## src/corr_consts.svh

```systemverilog
`ifndef CORR_CONSTS_SVH
`define CORR_CONSTS_SVH

// ====================
// array sizes.
`define CORR_NUM_INPUTS 4
`define CORR_DELAY_SIZE 8
`define CORR_LAG_AUTO 2
`define CORR_RESOLUTION 16

`define CORR_NUM_BASELINES (`CORR_NUM_INPUTS * (`CORR_NUM_INPUTS - 1) / 2)
`define CORR_NUM_COUNTERS (`CORR_NUM_INPUTS * `CORR_LAG_AUTO + `CORR_NUM_BASELINES)
`define CORR_FRAME_WORDS (2 + `CORR_NUM_COUNTERS)
`define CORR_MAX_AUTO_LAG (`CORR_DELAY_SIZE - `CORR_LAG_AUTO) // highest legal auto_lag.

// ====================
// register map, word addresses.
`define CORR_ADR_CTRL 8'd0
`define CORR_ADR_STATUS 8'd1
`define CORR_ADR_LENGTH 8'd2
`define CORR_ADR_CHAN 8'd4
`define CORR_ADR_FRAME 8'd16

`endif

```

## src/corr_pkg.sv

```systemverilog
package corr_pkg;

	// wishbone classic, master to slave.
	typedef struct packed {
		logic cyc;
		logic stb;
		logic we;
		logic [7:0] adr; // word address.
		logic [31:0] dat;
	} wb_req_t;

	// slave to master.
	typedef struct packed {
		logic ack;
		logic [31:0] dat;
	} wb_rsp_t;

	// per input setup, lives in bits 7:0 of a channel register.
	typedef struct packed {
		logic enable;
		logic invert;
		logic [2:0] cross_lag;
		logic [2:0] auto_lag;
	} chan_cfg_t;

	typedef enum logic [1:0] {
		CTRL_NOP = 2'd0,
		CTRL_START = 2'd1,
		CTRL_CLEAR_SEQ = 2'd2
	} ctrl_op_e;

	typedef enum logic [1:0] {
		FB_IDLE,
		FB_INTEGRATE,
		FB_LATCH
	} frame_state_e;

endpackage

```

## src/delay_line.sv

```systemverilog
`timescale 1ns/1ns
`include "corr_consts.svh"

module delay_line (
	input  logic intclk,
	input  logic reset,
	input  logic clear,
	input  logic [`CORR_NUM_INPUTS-1:0] samples,
	input  logic sample_valid,
	output logic [`CORR_NUM_INPUTS-1:0][`CORR_DELAY_SIZE-1:0] taps
);
	// bit k-1 holds the valid sample from k valid cycles ago.
	logic [`CORR_NUM_INPUTS-1:0][`CORR_DELAY_SIZE-2:0] hist;

	always_ff @(posedge intclk) begin
		if (reset || clear) begin
			hist <= '0;
		end else if (sample_valid) begin
			for (int a = 0; a < `CORR_NUM_INPUTS; a++) begin
				hist[a] <= {hist[a][`CORR_DELAY_SIZE-3:0], samples[a]};
			end
		end
	end

	// tap 0 is the live sample.
	always_comb begin
		for (int a = 0; a < `CORR_NUM_INPUTS; a++) begin
			taps[a] = {hist[a], samples[a]};
		end
	end

endmodule

```

## src/corr_counter.sv

```systemverilog
`timescale 1ns/1ns
`include "corr_consts.svh"

module corr_counter (
	input  logic intclk,
	input  logic reset,
	input  logic clear,
	input  logic count_en,
	input  logic [`CORR_DELAY_SIZE-1:0] taps_x,
	input  logic [`CORR_DELAY_SIZE-1:0] taps_y,
	input  logic [2:0] lag_x,
	input  logic [2:0] lag_y,
	input  logic invert_x,
	input  logic invert_y,
	input  logic pair_enable,
	output logic [`CORR_RESOLUTION-1:0] count,
	output logic saturated
);
	logic bit_x;
	logic bit_y;
	logic agree;

	always_comb begin
		bit_x = taps_x[lag_x] ^ invert_x;
		bit_y = taps_y[lag_y] ^ invert_y;
		agree = ~(bit_x ^ bit_y); // 1-bit product.
	end

	always_ff @(posedge intclk) begin
		if (reset || clear) begin
			count <= '0;
			saturated <= 1'b0;
		end else if (count_en && pair_enable && agree) begin
			// hold at full scale, flag the lost count.
			if (count == '1) begin
				saturated <= 1'b1;
			end else begin
				count <= count + 1'b1;
			end
		end
	end

endmodule

```

## src/frame_builder.sv

```systemverilog
`timescale 1ns/1ns
`include "corr_consts.svh"

module frame_builder (
	input  logic intclk,
	input  logic reset,
	input  logic start_pulse,
	input  logic clear_seq,
	input  logic sample_valid,
	input  logic [15:0] length,
	input  logic [`CORR_NUM_COUNTERS-1:0][`CORR_RESOLUTION-1:0] counts,
	input  logic [`CORR_NUM_COUNTERS-1:0] counter_sat,
	input  logic [3:0] frame_index,
	output logic clear,
	output logic count_en,
	output logic busy,
	output logic frame_ready,
	output logic saturated,
	output logic [31:0] frame_word
);
	corr_pkg::frame_state_e state;
	logic [15:0] len_q;
	logic [15:0] n_valid;
	logic [31:0] seq;
	logic [31:0] frame_seq;
	logic [15:0] frame_len;
	logic [`CORR_NUM_COUNTERS-1:0][`CORR_RESOLUTION-1:0] frame_counts;

	assign clear = start_pulse; // counters and delay line restart together.
	assign busy = (state != corr_pkg::FB_IDLE);
	assign count_en = (state == corr_pkg::FB_INTEGRATE) && sample_valid;

	// ====================
	// integration fsm.
	always_ff @(posedge intclk) begin
		if (reset) begin
			state <= corr_pkg::FB_IDLE;
			n_valid <= '0;
			seq <= '0;
			frame_ready <= 1'b0;
		end else begin
			case (state)
				corr_pkg::FB_IDLE: begin
					if (start_pulse) begin
						state <= corr_pkg::FB_INTEGRATE;
						n_valid <= '0;
						frame_ready <= 1'b0;
					end
				end
				corr_pkg::FB_INTEGRATE: begin
					if (sample_valid) begin
						n_valid <= n_valid + 16'd1;
						if (n_valid == len_q - 16'd1) state <= corr_pkg::FB_LATCH;
					end
				end
				corr_pkg::FB_LATCH: begin
					state <= corr_pkg::FB_IDLE;
					frame_ready <= 1'b1;
					seq <= seq + 32'd1;
				end
				default: state <= corr_pkg::FB_IDLE;
			endcase
			if (clear_seq) seq <= '0;
		end
	end

	always_ff @(posedge intclk) begin
		if (state == corr_pkg::FB_IDLE && start_pulse) len_q <= length;
	end

	// ====================
	// frame storage, zero until the first frame.
	always_ff @(posedge intclk) begin
		if (reset) begin
			frame_seq <= '0;
			frame_len <= '0;
			frame_counts <= '0;
			saturated <= 1'b0;
		end else if (state == corr_pkg::FB_LATCH) begin
			frame_seq <= seq;
			frame_len <= len_q;
			frame_counts <= counts;
			saturated <= |counter_sat;
		end
	end

	always_comb begin
		if (frame_index == 4'd0) begin
			frame_word = frame_seq;
		end else if (frame_index == 4'd1) begin
			frame_word = {16'd0, frame_len};
		end else begin
			frame_word = {{(32 - `CORR_RESOLUTION){1'b0}}, frame_counts[frame_index - 4'd2]};
		end
	end

endmodule

```

## src/corr_regs.sv

```systemverilog
`timescale 1ns/1ns
`include "corr_consts.svh"

module corr_regs (
	input  logic intclk,
	input  logic reset,
	input  corr_pkg::wb_req_t bus_req,
	output corr_pkg::wb_rsp_t bus_rsp,
	input  logic busy,
	input  logic frame_ready,
	input  logic saturated,
	input  logic [31:0] frame_word,
	output corr_pkg::chan_cfg_t [`CORR_NUM_INPUTS-1:0] cfg,
	output logic [15:0] length,
	output logic start_pulse,
	output logic clear_seq,
	output logic [3:0] frame_index
);
	logic ack;
	logic [31:0] rdat;
	logic access;
	logic is_chan;
	logic is_frame;
	logic [$clog2(`CORR_NUM_INPUTS)-1:0] chan_sel;
	logic [31:0] rd_mux;
	corr_pkg::ctrl_op_e op;

	// limit auto_lag so auto_lag+y stays inside the delay line.
	function automatic corr_pkg::chan_cfg_t clamp_cfg(input logic [7:0] raw);
		corr_pkg::chan_cfg_t c;
		c = corr_pkg::chan_cfg_t'(raw);
		if (c.auto_lag > 3'(`CORR_MAX_AUTO_LAG)) c.auto_lag = 3'(`CORR_MAX_AUTO_LAG);
		return c;
	endfunction

	// ====================
	// address decode.
	always_comb begin
		access = bus_req.cyc && bus_req.stb && !ack; // one ack per request.
		is_chan = (bus_req.adr >= `CORR_ADR_CHAN) &&
			(bus_req.adr < `CORR_ADR_CHAN + `CORR_NUM_INPUTS);
		is_frame = (bus_req.adr >= `CORR_ADR_FRAME) &&
			(bus_req.adr < `CORR_ADR_FRAME + `CORR_FRAME_WORDS);
		chan_sel = $clog2(`CORR_NUM_INPUTS)'(bus_req.adr - `CORR_ADR_CHAN);
		frame_index = 4'(bus_req.adr - `CORR_ADR_FRAME);
		op = corr_pkg::ctrl_op_e'(bus_req.dat[1:0]);
	end

	always_comb begin
		rd_mux = '0; // unmapped and control read zero.
		if (bus_req.adr == `CORR_ADR_STATUS) begin
			rd_mux = {29'd0, saturated, frame_ready, busy};
		end else if (bus_req.adr == `CORR_ADR_LENGTH) begin
			rd_mux = {16'd0, length};
		end else if (is_chan) begin
			rd_mux = {24'd0, cfg[chan_sel]};
		end else if (is_frame) begin
			rd_mux = frame_word;
		end
	end

	// ====================
	// writes land on the edge that raises ack.
	always_ff @(posedge intclk) begin
		if (reset) begin
			ack <= 1'b0;
			start_pulse <= 1'b0;
			clear_seq <= 1'b0;
			length <= 16'd1;
			cfg <= '0;
		end else begin
			ack <= access;
			start_pulse <= 1'b0;
			clear_seq <= 1'b0;
			if (access && bus_req.we) begin
				if (bus_req.adr == `CORR_ADR_CTRL) begin
					if (op == corr_pkg::CTRL_START) start_pulse <= !busy;
					if (op == corr_pkg::CTRL_CLEAR_SEQ) clear_seq <= 1'b1;
				end else if (bus_req.adr == `CORR_ADR_LENGTH) begin
					length <= (bus_req.dat[15:0] == 16'd0) ? 16'd1 : bus_req.dat[15:0];
				end else if (is_chan) begin
					cfg[chan_sel] <= clamp_cfg(bus_req.dat[7:0]);
				end
			end
		end
	end

	always_ff @(posedge intclk) begin
		if (access) rdat <= rd_mux;
	end

	always_comb begin
		bus_rsp.ack = ack;
		bus_rsp.dat = rdat;
	end

endmodule

```

## src/correlator_top.sv

```systemverilog
`timescale 1ns/1ns
`include "corr_consts.svh"

module correlator_top (
	input  logic intclk,
	input  logic reset,
	input  logic [`CORR_NUM_INPUTS-1:0] samples,
	input  logic sample_valid,
	input  corr_pkg::wb_req_t bus_req,
	output corr_pkg::wb_rsp_t bus_rsp,
	output logic frame_irq
);
	logic [`CORR_NUM_INPUTS-1:0][`CORR_DELAY_SIZE-1:0] taps;
	corr_pkg::chan_cfg_t [`CORR_NUM_INPUTS-1:0] cfg;
	logic [15:0] length;
	logic start_pulse;
	logic clear_seq;
	logic clear;
	logic count_en;
	logic busy;
	logic saturated;
	logic [3:0] frame_index;
	logic [31:0] frame_word;
	logic [`CORR_NUM_COUNTERS-1:0][`CORR_RESOLUTION-1:0] counts;
	logic [`CORR_NUM_COUNTERS-1:0] counter_sat;

	delay_line u_delay (
		.intclk(intclk), .reset(reset), .clear(clear),
		.samples(samples), .sample_valid(sample_valid), .taps(taps)
	);

	// ====================
	// auto counters, input-major.
	for (genvar a = 0; a < `CORR_NUM_INPUTS; a++) begin : g_auto
		for (genvar y = 0; y < `CORR_LAG_AUTO; y++) begin : g_lag
			corr_counter u_cnt (
				.intclk(intclk), .reset(reset), .clear(clear), .count_en(count_en),
				.taps_x(taps[a]), .taps_y(taps[a]),
				.lag_x(3'd0), .lag_y(cfg[a].auto_lag + 3'(y)),
				.invert_x(cfg[a].invert), .invert_y(cfg[a].invert),
				.pair_enable(cfg[a].enable),
				.count(counts[a*`CORR_LAG_AUTO + y]),
				.saturated(counter_sat[a*`CORR_LAG_AUTO + y])
			);
		end
	end

	// ====================
	// cross counters, one per baseline a<b.
	for (genvar a = 0; a < `CORR_NUM_INPUTS - 1; a++) begin : g_cross_a
		for (genvar b = a + 1; b < `CORR_NUM_INPUTS; b++) begin : g_cross_b
			localparam int idx = `CORR_NUM_INPUTS * `CORR_LAG_AUTO +
				a * (2 * `CORR_NUM_INPUTS - a - 1) / 2 + (b - a - 1);
			corr_counter u_cnt (
				.intclk(intclk), .reset(reset), .clear(clear), .count_en(count_en),
				.taps_x(taps[a]), .taps_y(taps[b]),
				.lag_x(cfg[a].cross_lag), .lag_y(cfg[b].cross_lag),
				.invert_x(cfg[a].invert), .invert_y(cfg[b].invert),
				.pair_enable(cfg[a].enable & cfg[b].enable),
				.count(counts[idx]), .saturated(counter_sat[idx])
			);
		end
	end

	frame_builder u_frame (
		.intclk(intclk), .reset(reset), .start_pulse(start_pulse), .clear_seq(clear_seq),
		.sample_valid(sample_valid), .length(length), .counts(counts),
		.counter_sat(counter_sat), .frame_index(frame_index), .clear(clear),
		.count_en(count_en), .busy(busy), .frame_ready(frame_irq),
		.saturated(saturated), .frame_word(frame_word)
	);

	corr_regs u_regs (
		.intclk(intclk), .reset(reset), .bus_req(bus_req), .bus_rsp(bus_rsp),
		.busy(busy), .frame_ready(frame_irq), .saturated(saturated),
		.frame_word(frame_word), .cfg(cfg), .length(length),
		.start_pulse(start_pulse), .clear_seq(clear_seq), .frame_index(frame_index)
	);

endmodule

```

## config.mk

```make
export PLATFORM = sky130hd
export DESIGN_NAME = correlator_top
export DESIGN_NICKNAME = d
export VERILOG_FILES = /design/src/corr_pkg.sv /design/src/delay_line.sv /design/src/corr_counter.sv /design/src/frame_builder.sv /design/src/corr_regs.sv /design/src/correlator_top.sv
export VERILOG_INCLUDE_DIRS = /design/src
export SDC_FILE = /design/constraint.sdc
export NUM_CORES = 2
export LEC_CHECK = 0
export ABC_AREA = 1
export BUFFER_PORTS_ARGS = -buffer_cell sky130_fd_sc_hd__buf_2
export CAP_MARGIN = 20
export CORE_MARGIN = 2
export CORE_UTILIZATION = 35
export CTS_BUF_LIST = sky130_fd_sc_hd__clkbuf_4
export DETAILED_ROUTE_END_ITERATION = 16
export PLACE_DENSITY = 0.47
export SLEW_MARGIN = 5
export SYNTH_ARGS = -nofsm -noshare
export SYNTH_HDL_FRONTEND = slang
export SYNTH_SLANG_ARGS = --single-unit
```

## constraint.sdc

```tcl
create_clock -name intclk -period 10.89 [get_ports intclk]
set_input_delay 0.5445 -clock intclk [delete_from_list [all_inputs] [get_ports intclk]]
set_output_delay 0.5445 -clock intclk [all_outputs]
set_load 0.01 [all_outputs]
```

### Yosys cells after proc, flatten, opt, wreduce, memory -nomap -nowiden

Cells that the tools add are included.

* register bits: 689
* bits of input ports: 50
* output and inout bits: 34
* word-level logic and storage cells: 349

* $add $sub $neg: 24
* magnitude comparators: 20
* eq/ne operators: 25
* multiplexer cells: 54
* bitwise logic cells: 69
* reductions and logical operators: 80

Operators with widths (number)
* adder 16 x 1 -> 16 bit (second input constant): 15
* == test 16 bit (second input constant): 14
* 2-to-1 mux 16 bit: 8
* binary-select mux 16 bit (select 4 bit): 1
* AND reduction 2 bit: 29
* less-than comparator 3 x 4 -> 1 bit (second input constant): 12
* binary-select mux 1 bit (select 3 bit): 12
* inverter 1 bit: 33
* adder 32 x 1 -> 32 bit (second input constant): 1
* bitwise mux 32 bit: 1
* logical AND 1 bit: 32
* 2-to-1 mux 32 bit: 1
* one-hot mux 16 bit (2 select lines): 1
* bitwise XOR 1 bit: 30
* 2-to-1 mux 3 bit: 7
* binary-select mux 8 bit (select 2 bit): 1
* demux 8 bit (select 2 bit): 1
* == test 16 bit: 1
* logical NOT 16 bit: 1
* 2-to-1 mux 8 bit: 2
* subtractor 16 x 1 -> 16 bit (second input constant): 1
* 2-to-1 mux 1 bit: 14
* OR reduction 14 bit: 1
* adder 3 x 1 -> 3 bit (second input constant): 4
* other kinds (33): 49

### Longest topological paths before layout

* depth in word-level cells: 10
* mapped depth: 14
* depth with buffers taken out: 14

### By module

A second synthesis with hierarchy kept.

* cells, all modules: 6214
* area total of the unflattened synthesis: 40319.9 um^2

Modules (own cells, without submodules)
* corr_counter: times used 14, cells each 236, area each 1392.6 um^2, seq. area each 340.3 um^2
* frame_builder: times used 1, cells each 2179, area each 15437.3 um^2, seq. area each 6966.7 um^2
* corr_regs: times used 1, cells each 509, area each 3980.1 um^2, seq. area each 1981.9 um^2
* delay_line: times used 1, cells each 181, area each 1217.4 um^2, seq. area each 560.5 um^2
* correlator_top: times used 1, cells each 41, area each 188.9 um^2, seq. area each 0.0 um^2

### Least setup slack after synthesis

Ideal clock, no wire load.

* kind: input to register
* start: input port bus_req[41] in the netlist's numbering
* end: register u_regs.cfg[11] (netlist name)
* setup time: 122 ps
* data arrival time: 3879 ps
* required time: 10768 ps
* path slack: 6889 ps
* cell stages on the path: 10
* buffers on the path: 1
* cells stage by stage: inv_1 nor3_1 nand2_1 nor2_1 nand2_1 nor2_1 inv_2 buf_4 o21ai_0 a21oi_1

* cells in the longest elaborated chain, start to end: 4

Ends and longest elaborated chain
* start, declared: RTL line correlator_top.sv:9 `input corr_pkg::wb_req_t bus_req,`
* logical AND 1 bit (2 in series): RTL line corr_regs.sv:39 `access = bus_req.cyc && bus_req.stb && !ack;`
* named net u_regs.access: RTL line corr_regs.sv:21 `logic access;`
* logical AND 1 bit: RTL line corr_regs.sv:75 `if (access && bus_req.we) begin`
* AND reduction 4 bit (no source line)

The timed path passes the listed nets, and every way through them passes these cells.
A chain may end at the register's enable or synchronous reset.

### Worst setup path after layout

* start: input port bus_req[33] in the netlist's numbering
* end: register u_regs.length[6]

* cells in the longest elaborated chain, start to end: 3
* elaborated cells between the ends (all ways): 4
* classes of those cells: eq/ne: 1; bitwise: 1; reduce/logical: 2

Ends and longest elaborated chain
* logical NOT 8 bit (no source line)
* inverter 1 bit (no source line)
* AND reduction 3 bit (no source line) *
* end signal, assigned: RTL line corr_regs.sv:80 `length <= (bus_req.dat[15:0] == 16'd0) ? 16'd1 : bus_req.dat[15:0];`
* end, declared: RTL line corr_regs.sv:14 `output logic [15:0] length,`

Every way passes the cells marked *; elsewhere a longest branch is shown, timed or not.

==> impl_metrics.yaml <==
grt:
  grt_pass1_wl_mm: 173
  antenna_found_initial: 3
  grt.overflow.total: 0
  grt_max_degree: 193
  grt_use_total_pct: 22.2
  grt_pass1_vias: 30200
job:
  drv_cap: 0
sta:
  hold_violations: 0
  drv_slew: 0
  fmax_mhz: 276
  tns_ns: 0
  skew_ns: 0.0677
  fin_crit_sh_pct: 33.3
  slew_headroom_pct: 29.1
  final-setup-viol-count: 0
  worst_hold_slack_ns: 0.199
  tightest_slew_ns: 1.06
  post-route-min-period_ns: 3.63
  rsz0062_at_grt: "false"
worst_setup_path:
  timing.rr.start: "u_regs.cfg[8]"
  reg2regPathDepth: 9
  path_class: "in2reg"
  r2r_slack_ns: 7.62
  cp_max_fo: 51
  r2r-end: "g_auto[1].g_lag[1].u_cnt.count[1]"
  start_kind: "input pin"
  worstSetupEndpointType: "register"
  cp.arrival_ns: 4.54
  cp.required_ns: 11.80
hold_path:
  min_delay_path_depth: 4
  min_path_type: "in2reg"
  min_from: "bus_req[35]"
  holdPathEnd: "u_regs.rdat[5]"
floorplan:
  num_io_pins: 84
  dieWidth_um: 316
  die_h_um: 316
  rows: 114
  fp.coreArea_um2: 96600
  die-area_um2: 99700
  start_util_pct: 35.2
clock_tree:
  cts_tree: "yes"
  cts_resized: 0
  cts-htree-levels: 4
  cts_buffers: 196
  clk_path_buf_depth: 3
  cts-root-buf: "clkbuf_4"
  clock_latency_ns: 1.08
  ctsHoldBuffers: 39
  cts_setup_buffers: 0
  clock-sinks: 689
  path_clk_slew_ns: 0.06
routing:
  ant_nets: 0
  routed_wl_mm: 112
  route.detailed.wl_per_inst_um: 18.1
  viasPerCell: 5.14
  dr.pass1.iters: 5
  detailroute.via_count: 31900
  first_iter_violations: 2140
  drcViolationCount: 0
finish:
  drive_gt1_share_pct: 10.5
  nets: 4838
  stdcell_area_um2: 38100
  areaGrowthSynthToFinish_pct: 12.0
  n_fill_cell: 10400
  utilization_pct: 39.5
placement:
  post_dp_cell_area_um2: 35100
  gp_congestion: 0.878
  hpwl_mm: 76.0
  io_buffers: 67
synthesis:
  avgSynthCellArea_um2: 7.27
  async_reset_ff_share_pct: 0
  yosys_warnings: 0
  ys_seq_area_share_pct: 41.9
  synth-seq-cells: 689
  synthDistinctLibCells: 65
  ys.flop_type: "dfxtp_1"
  synth_edf_count: 48
  syn_nets: 4754
  synth_cells: 4681
  syn-cell-area_um2: 34000
power_and_ir_drop:
  ir_worst_vdd_uv: 66.0
  power_density_nw_per_um2: 140
  total_power_mw: 5.36
  power_leakage_nw: 13.6
status:
  status: "completed"
## state kept, by name, indices dropped and copies added (netlist names)
name	flops
g_auto.g_lag.u_cnt.count	128
u_regs.start_pulse	1
u_regs.ack	1
u_delay.taps	28
u_frame.state	2
g_cross_a.g_cross_b.u_cnt.saturated	6
u_frame.seq	32
u_regs.clear_seq	1
u_frame.len_q	16
u_frame.frame_seq	32
u_frame.frame_counts	224
u_frame.frame_len	16
u_regs.length	16
u_regs.rdat	32
u_frame.saturated	1
u_regs.cfg	32
u_frame.n_valid	16
g_auto.g_lag.u_cnt.saturated	8
u_frame.frame_ready	1
g_cross_a.g_cross_b.u_cnt.count	96
## worst max-delay path, stage by stage
cell	delay (ns)
buf_2	0.17
nor2_8	0.11
buf_4	0.59
inv_4	0.19
nor2_8	0.41
inv_2	0.14
nor2_2	0.17
nor2_1	0.08
nand2_1	0.60
clkinv_1	0.62
nand2_1	0.20
a21oi_1	0.08
dlygate4sd3_1	0.60
## area by class of cell
cell class | instances | area [µm²] | area share [%]
well taps | 1276 | 1600 | 4.19
repair buffers | 128 | 891 | 2.34
multi-input cells | 3348 | 17200 | 45.1
clock buffers | 298 | 2240 | 5.87
diodes | 1 | 2.50 | 0.00656
clock inverters | 55 | 387 | 1.01
flip-flops and latches | 689 | 14300 | 37.4
inverters | 402 | 1540 | 4.03
## power by group
part,switching [mW],internal (mW)
Clock,1.16,1.38
Sequential,0.00707,2.56
Combinational,0.189,0.0563
Total,1.36,4.00
## worst max path at each step
stage	startpoint	endpoint	slack [ns]	depth (start not counted)
2_1_floorplan	bus_req[41]	u_regs.cfg[11]	6.89	10
3_3_place_gp	bus_req[33]	u_regs.length[12]	6.83	12
3_5_place_dp	bus_req[33]	u_regs.length[6]	6.85	12
4_1_cts	bus_req[33]	u_regs.length[6]	7.46	13
5_1_grt	bus_req[33]	u_regs.length[6]	7.12	13
6_report	bus_req[33]	u_regs.length[6]	7.26	13
## logic make-up after synthesis
| family | Yosys count | share of synthesized area (%) |
|---|---|---|
| and+or+nand+nor | 2016 | 26.9 |
| AOI/OAI and AO/OA | 1095 | 17.1 |
| DFF | 689 | 41.9 |
| buffers and inverters | 644 | 7.59 |
| xor gates and xnor gates | 214 | 5.60 |
| adders and majority gates | 23 | 0.846 |
## routing by layer
metal / global-route usage, % / wire, µm / vias to the layer above
li1: - / - / 16100
met1: 29.3 / 51900 / 14800
met3: 4.37 / 5850 / 218
met5: 0 / 13 / -
met2: 35.1 / 50200 / 731
met4: 9.56 / 3960 / 2
## per-stage QoR
step | cells | setup slack (ns)
detailed placement | 5804 | 6.85
finish | 6197 | 7.26
floorplan | 4681 | 6.89
global placement | 5804 | 6.83
global route | 6197 | 7.12
CTS | 6196 | 7.46
## cell usage in the layout (no fill, tap or decap), drive strengths merged, types with 3 or more instances in the layout
cell type,Yosys,routed
a21oi,571,571
o21ai,409,409
nand3,232,232
nand2,946,946
dfxtp,641,641
o211ai,33,33
o21a,11,11
nand3b,7,7
a22oi,34,34
nor3,106,106
a211oi,5,5
xor2,170,170
a41oi,3,3
o22ai,13,13
dlygate4sd3,0,39
nand4,244,244
xnor2,44,44
a221oi,3,3
nor2,434,434
clkbuf,166,298
a22o,3,3
bufinv,0,6
buf,76,89
nor4,38,38
inv,396,401
ha,23,23
clkinv,6,49
edfxtp,48,48
o21bai,4,4
## synth_stat cells, types with 12 or more instances
| master | number | area, µm² |
|---|---|---|
| o22ai_1 | 13 | 81.3 |
| o211ai_1 | 33 | 248 |
| inv_1 | 383 | 1440 |
| a21oi_1 | 560 | 2800 |
| inv_2 | 12 | 45.0 |
| nor2_1 | 413 | 1550 |
| buf_2 | 44 | 220 |
| nand2_1 | 925 | 3470 |
| xnor2_1 | 43 | 377 |
| xor2_1 | 167 | 1460 |
| ha_1 | 23 | 288 |
| edfxtp_1 | 48 | 1440 |
| o21ai_0 | 402 | 2010 |
| a22oi_1 | 34 | 255 |
| nand2_2 | 20 | 125 |
| nand3_1 | 219 | 1100 |
| nand4_1 | 241 | 1510 |
| buf_4 | 18 | 135 |
| nor3_1 | 95 | 475 |
| nor4_1 | 35 | 219 |
| dfxtp_1 | 641 | 12800 |
| clkbuf_1 | 165 | 619 |
Note: power is estimated with default switching activity, not from simulation.
